==> src/common/riscv_isa_pkg.sv <==
package riscv_isa_pkg;

  ////////////////////////////////////////
  // widths
  ////////////////////////////////////////

  localparam int unsigned XLEN = 32;  // RV32 only

  typedef logic [XLEN-1:0] xlen_t;    // data word or PC
  typedef logic [XLEN-0:0] xsum_t;    // adder result with carry/sign bit
  typedef logic [32-1:0]   insn_t;    // instruction word
  typedef logic [5-1:0]    reg_addr_t;
  typedef logic [7-1:0]    opcode_t;
  typedef logic [3-1:0]    funct3_t;

  ////////////////////////////////////////
  // opcodes
  ////////////////////////////////////////

  localparam opcode_t OPC_OP     = 7'b0110011;  // register arithmetic
  localparam opcode_t OPC_OP_IMM = 7'b0010011;  // immediate arithmetic
  localparam opcode_t OPC_AUIPC  = 7'b0010111;
  localparam opcode_t OPC_JAL    = 7'b1101111;
  localparam opcode_t OPC_JALR   = 7'b1100111;
  localparam opcode_t OPC_BRANCH = 7'b1100011;

  // branch conditions in funct3
  localparam funct3_t F3_BEQ  = 3'b000;
  localparam funct3_t F3_BNE  = 3'b001;
  localparam funct3_t F3_BLT  = 3'b100;
  localparam funct3_t F3_BGE  = 3'b101;
  localparam funct3_t F3_BLTU = 3'b110;
  localparam funct3_t F3_BGEU = 3'b111;

  ////////////////////////////////////////
  // control encodings
  ////////////////////////////////////////

  // ALU operation
  typedef enum logic [3:0] {
    AO_ADD,
    AO_SUB,
    AO_SLT,
    AO_SLTU,
    AO_AND,
    AO_OR,
    AO_XOR,
    AO_SRA,
    AO_SRL,
    AO_SLL,
    AO_ILL   // no valid operation
  } alu_op_t;

  // adder operand pair
  typedef enum logic [2:0] {
    AI_R1_R2,  // R-type
    AI_R1_II,  // I-type arithmetic/logic, JALR
    AI_PC_IU,  // U-type
    AI_PC_IJ,  // J-type
    AI_PC_IB,  // B-type
    AI_R1_RA   // rs2 is shift amount
  } alu_in_t;

  // operand extension
  typedef enum logic {
    R_S,  // signed
    R_U   // unsigned
  } result_sign_t;

  // instruction class
  typedef enum logic [2:0] {
    K_ALU,
    K_AUIPC,
    K_JAL,
    K_JALR,
    K_BRANCH,
    K_ILL
  } ctl_kind_t;

endpackage
==> src/r5p_exe.sv <==
module r5p_exe import riscv_isa_pkg::*; #(
  bit CFG_LOM = 1'b0  // passed to ALU
)(
  input  logic      clk,
  input  logic      rst_n,
  // instruction in
  input  logic      insn_vld,
  input  insn_t     insn,
  input  xlen_t     pc,
  // retire out
  output logic      ret_vld,
  output reg_addr_t ret_rd,
  output xlen_t     ret_val,
  output xlen_t     ret_npc,
  output logic      ret_ill
);

  // decoder outputs
  alu_op_t      alu_op;
  alu_in_t      alu_in;
  result_sign_t sgn;
  ctl_kind_t    kind;
  funct3_t      funct3;
  reg_addr_t    rs1_addr;
  reg_addr_t    rs2_addr;
  reg_addr_t    rd_addr;
  xlen_t        imm_i;
  xlen_t        imm_u;
  xlen_t        imm_j;
  xlen_t        imm_b;
  // datapath
  xlen_t        rs1_val;
  xlen_t        rs2_val;
  xlen_t        rd_val;
  xsum_t        sum;
  // branch unit
  xlen_t        npc;
  logic         link_sel;
  xlen_t        link;
  logic         wr_en;

  r5p_dec dec (
    .insn     (insn),
    .alu_op   (alu_op),
    .alu_in   (alu_in),
    .sgn      (sgn),
    .kind     (kind),
    .funct3   (funct3),
    .rs1_addr (rs1_addr),
    .rs2_addr (rs2_addr),
    .rd_addr  (rd_addr),
    .imm_i    (imm_i),
    .imm_u    (imm_u),
    .imm_j    (imm_j),
    .imm_b    (imm_b)
  );

  r5p_wbu wbu (
    .clk      (clk),
    .rst_n    (rst_n),
    .insn_vld (insn_vld),
    .rs1_addr (rs1_addr),
    .rs2_addr (rs2_addr),
    .rd_addr  (rd_addr),
    .wr_en    (wr_en),
    .link_sel (link_sel),
    .link     (link),
    .alu_val  (rd_val),
    .npc      (npc),
    .ill      (kind == K_ILL),
    .rs1_val  (rs1_val),
    .rs2_val  (rs2_val),
    .ret_vld  (ret_vld),
    .ret_rd   (ret_rd),
    .ret_val  (ret_val),
    .ret_npc  (ret_npc),
    .ret_ill  (ret_ill)
  );

  r5p_alu #(
    .CFG_LOM (CFG_LOM)
  ) alu (
    .alu_op (alu_op),
    .alu_in (alu_in),
    .sgn    (sgn),
    .pc     (pc),
    .rs1    (rs1_val),
    .rs2    (rs2_val),
    .imm_i  (imm_i),
    .imm_u  (imm_u),
    .imm_j  (imm_j),
    .imm_b  (imm_b),
    .rd     (rd_val),
    .sum    (sum)
  );

  r5p_bru bru (
    .kind     (kind),
    .funct3   (funct3),
    .pc       (pc),
    .imm_b    (imm_b),
    .sum      (sum),
    .npc      (npc),
    .link_sel (link_sel),
    .link     (link),
    .wr_en    (wr_en)
  );

endmodule

==> src/r5p_wbu.sv <==
module r5p_wbu import riscv_isa_pkg::*; (
  input  logic      clk,
  input  logic      rst_n,
  input  logic      insn_vld,
  // register indices
  input  reg_addr_t rs1_addr,
  input  reg_addr_t rs2_addr,
  input  reg_addr_t rd_addr,
  // write back control and data
  input  logic      wr_en,
  input  logic      link_sel,
  input  xlen_t     link,
  input  xlen_t     alu_val,
  input  xlen_t     npc,
  input  logic      ill,
  // read ports
  output xlen_t     rs1_val,
  output xlen_t     rs2_val,
  // retire record
  output logic      ret_vld,
  output reg_addr_t ret_rd,
  output xlen_t     ret_val,
  output xlen_t     ret_npc,
  output logic      ret_ill
);

  xlen_t gpr [1:31];  // x0 is not stored
  xlen_t wr_val;
  logic  wr_act;

  assign wr_val = link_sel ? link : alu_val;
  assign wr_act = insn_vld && wr_en && (rd_addr != '0);

  // x0 reads zero
  assign rs1_val = (rs1_addr == '0) ? '0 : gpr[rs1_addr];
  assign rs2_val = (rs2_addr == '0) ? '0 : gpr[rs2_addr];

  ////////////////////////////////////////
  // register file
  ////////////////////////////////////////

  always_ff @(posedge clk) begin
    if (!rst_n) begin
      for (int i = 1; i < 32; i++) begin
        gpr[i] <= '0;
      end
    end else if (wr_act) begin
      gpr[rd_addr] <= wr_val;  // visible to next instruction
    end
  end

  ////////////////////////////////////////
  // retire
  ////////////////////////////////////////

  always_ff @(posedge clk) begin
    if (!rst_n) ret_vld <= 1'b0;
    else        ret_vld <= insn_vld;
  end

  always_ff @(posedge clk) begin
    if (insn_vld) begin
      ret_rd  <= rd_addr;
      ret_val <= wr_act ? wr_val : '0;  // zero when nothing written
      ret_npc <= npc;
      ret_ill <= ill;
    end
  end

endmodule

==> src/r5p_bru.sv <==
module r5p_bru import riscv_isa_pkg::*; (
  input  ctl_kind_t kind,
  input  funct3_t   funct3,
  input  xlen_t     pc,
  input  xlen_t     imm_b,
  input  xsum_t     sum,       // rs1 - rs2 for branches
  output xlen_t     npc,
  output logic      link_sel,  // write link instead of ALU result
  output xlen_t     link,
  output logic      wr_en
);

  logic  eq;
  logic  lt;
  logic  taken;
  xlen_t pc_br;  // branch target

  assign eq    = (sum[XLEN-1:0] == '0);
  assign lt    = sum[XLEN];  // borrow or sign bit
  assign link  = pc + xlen_t'(4);
  assign pc_br = pc + imm_b;

  always_comb begin
    case (funct3)
      F3_BEQ:  taken =  eq;
      F3_BNE:  taken = ~eq;
      F3_BLT,
      F3_BLTU: taken =  lt;
      F3_BGE,
      F3_BGEU: taken = ~lt;
      default: taken = 1'b0;
    endcase
  end

  ////////////////////////////////////////
  // next pc and write back select
  ////////////////////////////////////////

  always_comb begin
    npc      = link;  // sequential by default
    link_sel = 1'b0;
    wr_en    = 1'b0;
    case (kind)
      K_ALU, K_AUIPC: wr_en = 1'b1;
      K_JAL: begin
        npc      = sum[XLEN-1:0];
        link_sel = 1'b1;
        wr_en    = 1'b1;
      end
      K_JALR: begin
        npc      = {sum[XLEN-1:1], 1'b0};  // clear bit 0
        link_sel = 1'b1;
        wr_en    = 1'b1;
      end
      K_BRANCH: npc = taken ? pc_br : link;
      default: ;  // illegal, no write
    endcase
  end

endmodule

==> src/alu/r5p_alu.sv <==
module r5p_alu import riscv_isa_pkg::*; #(
  bit CFG_LOM = 1'b0  // dedicated logical operand mux
)(
  // control from decoder
  input  alu_op_t      alu_op,
  input  alu_in_t      alu_in,
  input  result_sign_t sgn,
  // data
  input  xlen_t        pc,
  input  xlen_t        rs1,
  input  xlen_t        rs2,
  input  xlen_t        imm_i,
  input  xlen_t        imm_u,
  input  xlen_t        imm_j,
  input  xlen_t        imm_b,
  output xlen_t        rd,
  output xsum_t        sum   // side output for branch unit
);

  localparam int unsigned XLOG = $clog2(XLEN);

  xsum_t           add_op1;  // extended by one bit
  xsum_t           add_op2;
  logic            add_inv;  // subtract
  xlen_t           log_op1;
  xlen_t           log_op2;
  logic [XLOG-1:0] shf_sam;  // shift amount
  xlen_t           shf_tmp;  // operand, reversed for sll
  xlen_t           shf_val;

  function automatic xsum_t extend(xlen_t val, result_sign_t s);
    if (s == R_U) extend = {1'b0, val};
    else          extend = {val[XLEN-1], val};
  endfunction

  ////////////////////////////////////////
  // adder
  ////////////////////////////////////////

  always_comb begin
    case (alu_in)
      AI_R1_R2: begin add_op1 = extend(rs1, sgn); add_op2 = extend(rs2,   sgn); end
      AI_R1_II: begin add_op1 = extend(rs1, sgn); add_op2 = extend(imm_i, sgn); end
      AI_PC_IU: begin add_op1 = extend(pc,  R_S); add_op2 = extend(imm_u, R_S); end
      AI_PC_IJ: begin add_op1 = extend(pc,  R_S); add_op2 = extend(imm_j, R_S); end
      AI_PC_IB: begin add_op1 = extend(pc,  R_S); add_op2 = extend(imm_b, R_S); end
      AI_R1_RA: begin add_op1 = extend(rs1, sgn); add_op2 = extend(rs2,   sgn); end
      default:  begin add_op1 = '0;               add_op2 = '0;               end
    endcase
  end

  // invert operand 2 for subtract and compares
  always_comb begin
    case (alu_op)
      AO_SUB, AO_SLT, AO_SLTU: add_inv = 1'b1;
      default:                 add_inv = 1'b0;
    endcase
  end

  assign sum = add_op1 + (add_inv ? ~add_op2 : add_op2) + xsum_t'(add_inv);

  ////////////////////////////////////////
  // logical operands
  ////////////////////////////////////////

  generate
    if (CFG_LOM) begin : gen_lom_ena
      always_comb begin
        case (alu_in)
          AI_R1_R2: begin log_op1 = rs1; log_op2 = rs2;   end
          AI_R1_II: begin log_op1 = rs1; log_op2 = imm_i; end
          default:  begin log_op1 = '0;  log_op2 = '0;    end
        endcase
      end
    end else begin : gen_lom_alu
      assign log_op1 = add_op1[XLEN-1:0];  // shared with adder mux
      assign log_op2 = add_op2[XLEN-1:0];
    end
  endgenerate

  ////////////////////////////////////////
  // barrel shifter
  ////////////////////////////////////////

  assign shf_sam = (alu_in == AI_R1_RA) ? rs2[XLOG-1:0] : imm_i[XLOG-1:0];

  // left shift done as reverse, shift right, reverse
  assign shf_tmp = (alu_op == AO_SLL) ? {<<{rs1}} : rs1;

  always_comb begin
    if (alu_op == AO_SRA) shf_val = $signed(shf_tmp) >>> shf_sam;  // sign fill
    else                  shf_val = shf_tmp >> shf_sam;
  end

  ////////////////////////////////////////
  // result mux
  ////////////////////////////////////////

  always_comb begin
    case (alu_op)
      AO_ADD,
      AO_SUB:  rd = sum[XLEN-1:0];
      AO_SLT,
      AO_SLTU: rd = xlen_t'(sum[XLEN]);  // sign of extended difference
      AO_AND:  rd = log_op1 & log_op2;
      AO_OR:   rd = log_op1 | log_op2;
      AO_XOR:  rd = log_op1 ^ log_op2;
      AO_SRA,
      AO_SRL:  rd = shf_val;
      AO_SLL:  rd = {<<{shf_val}};  // undo reversal
      default: rd = '0;
    endcase
  end

endmodule

==> src/r5p_dec.sv <==
module r5p_dec import riscv_isa_pkg::*; (
  input  insn_t        insn,
  // control record
  output alu_op_t      alu_op,
  output alu_in_t      alu_in,
  output result_sign_t sgn,
  output ctl_kind_t    kind,
  output funct3_t      funct3,
  // register indices
  output reg_addr_t    rs1_addr,
  output reg_addr_t    rs2_addr,
  output reg_addr_t    rd_addr,
  // immediates, sign extended
  output xlen_t        imm_i,
  output xlen_t        imm_u,
  output xlen_t        imm_j,
  output xlen_t        imm_b
);

  localparam logic [6:0] F7_BASE = 7'b0000000;
  localparam logic [6:0] F7_ALT  = 7'b0100000;  // sub, sra

  opcode_t    opcode;
  logic [6:0] funct7;

  assign opcode   = insn[6:0];
  assign funct3   = insn[14:12];
  assign funct7   = insn[31:25];
  assign rd_addr  = insn[11:7];
  assign rs1_addr = insn[19:15];
  assign rs2_addr = insn[24:20];

  ////////////////////////////////////////
  // immediates
  ////////////////////////////////////////

  assign imm_i = {{20{insn[31]}}, insn[31:20]};
  assign imm_u = {insn[31:12], 12'b0};
  assign imm_j = {{12{insn[31]}}, insn[19:12], insn[20], insn[30:21], 1'b0};
  assign imm_b = {{20{insn[31]}}, insn[7], insn[30:25], insn[11:8], 1'b0};

  ////////////////////////////////////////
  // control decode
  ////////////////////////////////////////

  always_comb begin
    alu_op = AO_ILL;  // illegal unless matched below
    alu_in = AI_R1_R2;
    kind   = K_ILL;
    case (opcode)
      OPC_OP: begin
        // shifts take the amount from rs2
        alu_in = (funct3 == 3'b001 || funct3 == 3'b101) ? AI_R1_RA : AI_R1_R2;
        case ({funct7, funct3})
          {F7_BASE, 3'b000}: alu_op = AO_ADD;
          {F7_ALT , 3'b000}: alu_op = AO_SUB;
          {F7_BASE, 3'b001}: alu_op = AO_SLL;
          {F7_BASE, 3'b010}: alu_op = AO_SLT;
          {F7_BASE, 3'b011}: alu_op = AO_SLTU;
          {F7_BASE, 3'b100}: alu_op = AO_XOR;
          {F7_BASE, 3'b101}: alu_op = AO_SRL;
          {F7_ALT , 3'b101}: alu_op = AO_SRA;
          {F7_BASE, 3'b110}: alu_op = AO_OR;
          {F7_BASE, 3'b111}: alu_op = AO_AND;
          default:           alu_op = AO_ILL;
        endcase
        kind = (alu_op == AO_ILL) ? K_ILL : K_ALU;
      end
      OPC_OP_IMM: begin
        alu_in = AI_R1_II;
        case (funct3)
          3'b000: alu_op = AO_ADD;
          3'b010: alu_op = AO_SLT;
          3'b011: alu_op = AO_SLTU;
          3'b100: alu_op = AO_XOR;
          3'b110: alu_op = AO_OR;
          3'b111: alu_op = AO_AND;
          3'b001: alu_op = (funct7 == F7_BASE) ? AO_SLL : AO_ILL;  // shamt[5] must be 0
          3'b101: alu_op = (funct7 == F7_BASE) ? AO_SRL :
                           (funct7 == F7_ALT ) ? AO_SRA : AO_ILL;
          default: alu_op = AO_ILL;
        endcase
        kind = (alu_op == AO_ILL) ? K_ILL : K_ALU;
      end
      OPC_AUIPC: begin
        alu_op = AO_ADD;
        alu_in = AI_PC_IU;
        kind   = K_AUIPC;
      end
      OPC_JAL: begin
        alu_op = AO_ADD;  // target pc + imm_j
        alu_in = AI_PC_IJ;
        kind   = K_JAL;
      end
      OPC_JALR: begin
        alu_op = (funct3 == 3'b000) ? AO_ADD : AO_ILL;
        alu_in = AI_R1_II;  // target rs1 + imm_i
        kind   = (funct3 == 3'b000) ? K_JALR : K_ILL;
      end
      OPC_BRANCH: begin
        case (funct3)
          F3_BEQ, F3_BNE, F3_BLT, F3_BGE: alu_op = AO_SUB;  // signed compare
          F3_BLTU, F3_BGEU:               alu_op = AO_SLTU; // unsigned compare
          default:                        alu_op = AO_ILL;
        endcase
        kind = (alu_op == AO_ILL) ? K_ILL : K_BRANCH;
      end
      default: ;  // unsupported opcode stays illegal
    endcase
    // zero extension only for sltu and unsigned branches
    sgn = (alu_op == AO_SLTU) ? R_U : R_S;
  end

endmodule

==> config.mk <==
export PLATFORM = sky130hd
export DESIGN_NAME = r5p_exe
export DESIGN_NICKNAME = d
export VERILOG_FILES = /design/src/common/riscv_isa_pkg.sv /design/src/r5p_exe.sv /design/src/r5p_wbu.sv /design/src/r5p_bru.sv /design/src/alu/r5p_alu.sv /design/src/r5p_dec.sv
export SDC_FILE = /design/constraint.sdc
export NUM_CORES = 2
export LEC_CHECK = 0
export BUFFER_PORTS_ARGS = -buffer_cell sky130_fd_sc_hd__buf_2
export CORE_UTILIZATION = 25
export DETAILED_ROUTE_END_ITERATION = 8
export GPL_TIMING_DRIVEN = 0
export SKIP_CTS_REPAIR_TIMING = 1
export SYNTH_ARGS = -nofsm -noshare
export SYNTH_HDL_FRONTEND = slang
export SYNTH_SLANG_ARGS = --single-unit
export TNS_END_PERCENT = 20
==> constraint.sdc <==
create_clock -name clk -period 10.3 [get_ports clk]
set_input_delay 1.545 -clock clk [delete_from_list [all_inputs] [get_ports clk]]
set_output_delay 1.545 -clock clk [all_outputs]
set_load 0.05 [all_outputs]
==> results.sh <==
export IMPL_outcome="complete, but fails checks"
export IMPL_failed_checks="design-rule violations, max-capacitance violations, max-slew violations, negative setup slack"
export IMPL_cp_max_fo=10
export IMPL_yosysWarnings=0
export IMPL_synth_edf_count=1094
export IMPL_via_per_inst=5.80
export IMPL_die_w_um=515
export IMPL_yosysMostFrequentCell="nor2_1"
export IMPL_final_util_pct=28.9
export IMPL_critPathLaunch="insn[18]"
export IMPL_worstHoldStart="insn[8]"
export IMPL_clock_latency_ns=0.83
export IMPL_finalSetupViolCount=13
export IMPL_fin_cells=9048
export IMPL_drt_wl_total_um=303000
export IMPL_hold_path_class="in -> reg"
export IMPL_reg2regPathDepth=20
export IMPL_clkSinkCount=1095
export IMPL_final_period_utilization_pct=102
export IMPL_antenna_found_initial=35
export IMPL_htree_num_levels=3
export IMPL_timing_fmax_ghz=0.0949
export IMPL_worstPathRequired_ns=10.72
export IMPL_cts_buffers=113
export IMPL_ys_flop_type="edfxtp_1"
export IMPL_fin_nets=5611
export IMPL_crit_arrival_ns=10.96
export IMPL_rows=188
export IMPL_min_period_ns=10.54
export IMPL_r2r_end="wbu.ret_npc[11]"
export IMPL_min_to="wbu.ret_rd[1]"
export IMPL_clkTransAtPathRegs_ns=0.09
export IMPL_synth_avg_cell_area_um2=12.9
export IMPL_worstSetupPathType="in -> reg"
export IMPL_dp_cells=8822
export IMPL_yosysSeqAreaShare_pct=49.9
export IMPL_ir_worst_vdd_mv=0.175
export IMPL_wl_per_cell_um=33.5
export IMPL_syn_to_final_growth_pct=15.0
export IMPL_grt_pass1_vias=49600
export IMPL_root_buffer="clkbuf_16"
export IMPL_crit_buf_inv=5
export IMPL_power_total_mw=11.8
export IMPL_setup_ws_ns=-0.237
export IMPL_powerDensity_mw_per_mm2=156
export IMPL_drc=1
export IMPL_hold_path_cell_count=1
export IMPL_gr_total_overflow=0
export IMPL_cts_path_max_buffers=3
export IMPL_slowest_delay_ns=1.24
export IMPL_firstDrtPassIters=9
export IMPL_synth_cell_types=109
export IMPL_timing_hold_violations_final=0
export IMPL_track_usage_pct=22.1
export IMPL_synth_area_top_cells="edfxtp_1 (50%), mux4_2 (22%), nor2_1 (6.8%)"
export IMPL_initial_core_util_pct=25.1
export IMPL_cpLargestDelayFamily="buffers and inverters"
export IMPL_syn_area_mm2=0.0659
export IMPL_ys_ff_latch=1095
export IMPL_drv_cap=7
export IMPL_synth_top_cell_by_area="edfxtp_1"
export IMPL_die_height_um=515
export IMPL_yosys_top_cells_count="nor2_1 (1194), edfxtp_1 (1094), mux4_2 (632)"
export IMPL_core_region_area_mm2=0.262
export IMPL_grt_max_degree=44
export IMPL_cp_slowest_cell="clkbuf_1"
export IMPL_stdcell_area_mm2=0.0757
export IMPL_start_kind="input pin"
export IMPL_synth_top_area_share_pct=49.9
export IMPL_place_area_mm2=0.0718
export IMPL_ios=138
export IMPL_fin_worst_skew_ns=0.103
export IMPL_drt_iter0_drc=9471
export IMPL_leakage_nw=25.5
export IMPL_numPortBuffers=129
export IMPL_crit_path_frequent_cell="clkbuf_1"
export IMPL_end_kind="register"
export IMPL_tritoncts="done"
export IMPL_regToRegStartpoint="wbu.gpr[22][18]"
export IMPL_slew_viol_final=65
export IMPL_dp_hpwl_um=218000
export IMPL_place_gp_congestion=0.967
export IMPL_grt_pass1_wl_um=405000
export IMPL_async_flop_share_pct=0
export IMPL_ant_nets=0
export IMPL_vias=52500
export IMPL_dieArea_mm2=0.266
export IMPL_drive_gt1_share_pct=23.4
export IMPL_rrSetupSlack_ns=2.38
export IMPL_synthCells=5117
export IMPL_tightest_slew_ns=1.67
export IMPL_max_slew_margin_pct=-11.4
==> state kept, by name, summed over array words and instances (netlist names) <==
name	count
wbu.gpr	1024
wbu.ret_ill	1
wbu.ret_npc	32
wbu.ret_rd	5
wbu.ret_val	32
wbu.ret_vld	1
==> area by class of cell <==
class | count | area [µm²]
timing repair buffer | 161 | 1270
fill | 26600 | 187000
tap | 3515 | 4400
clock inverter | 75 | 743
sequential | 1095 | 32900
antenna | 21 | 52.6
multi-input combinational | 3454 | 30800
inverter | 133 | 499
buffer | 458 | 2200
clock buffer | 136 | 2910
==> power breakdown <==
part | total, mW | switching [mW] | internal, mW
combinational | 2.45 | 1.61 | 0.835
sequential | 5.12 | 0.0755 | 5.05
clock | 4.22 | 1.97 | 2.25
total | 11.8 | 3.66 | 8.14
==> through the flow <==
stage | setup WS [ns] | hold slack [ns] | setup TNS [ns]
after floorplan | 1.25 | 1.40 | 0
after global placement | -2.35 | 1.97 | -1092.03
after detailed placement | -2.15 | 1.97 | -878.76
after CTS | -1.40 | 1.12 | -233.38
after global routing | -0.00449 | 1.14 | -0.00449
final | -0.237 | 1.15 | -1.56
==> metal layers <==
layer | vias to the layer above | GRT usage, % | share of wire [%]
met4 | 26 | 11.6 | 6.2
li1 | 20100 | - | -
met2 | 4659 | 32.8 | 43
met1 | 26700 | 27.4 | 36
met3 | 953 | 9.00 | 15
met5 | - | 0.548 | 0.11
==> worst max path at each step <==
stage                            endpoint  slack [ns]  cells after the start
after global routing      wbu.ret_npc[11]      -0.004                     28
after CTS                 wbu.ret_npc[11]       -1.40                     32
after detailed placement  wbu.ret_npc[11]       -2.15                     32
after floorplan            wbu.ret_npc[4]        1.25                     31
after global placement    wbu.ret_val[27]       -2.35                     27
final                     wbu.ret_npc[11]       -0.24                     25
==> placed cells by master (no fill, tap or decap), types with 17 or more instances in the layout <==
cell type / netlist / routed
o211ai_1: 19 / 19
o22ai_1: 36 / 35
buf_4: 16 / 26
clkbuf_1: 267 / 239
and3_1: 18 / 18
conb_1: 1 / 32
a21oi_1: 146 / 141
o21ai_1: 21 / 19
o21ai_0: 86 / 86
clkbuf_4: 0 / 20
clkinv_1: 1 / 34
and2_1: 20 / 20
inv_1: 129 / 129
nand2_2: 1 / 25
mux2i_1: 197 / 196
clkinv_2: 0 / 17
xnor2_1: 68 / 68
a21o_1: 41 / 41
nand2_1: 278 / 247
buf_12: 1 / 23
nand2b_1: 22 / 22
a211oi_1: 35 / 34
nor3_1: 33 / 33
clkbuf_2: 0 / 40
xor2_1: 44 / 44
edfxtp_1: 1094 / 1094
mux4_2: 632 / 632
o221ai_1: 22 / 19
nor2b_1: 20 / 20
buf_2: 140 / 263
diode_2: 0 / 21
clkbuf_16: 0 / 113
o21a_1: 19 / 19
nor2_1: 1194 / 1193
a221o_1: 35 / 35
nand3_1: 57 / 57
ha_1: 126 / 125
==> cells by family (layout without fill, tap and decap cells) <==
family	after synthesis	after routing	synth area share (%)
mux	849	849	25.0
other cells	1	53	0.00569
flops	1095	1095	49.9
fa+ha+maj	128	128	2.45
simple gates	1715	1715	10.7
xor+xnor	113	113	1.52
buf+inv	599	963	3.90
compound gates	617	617	6.52
Power figures use the tool's default switching activity.
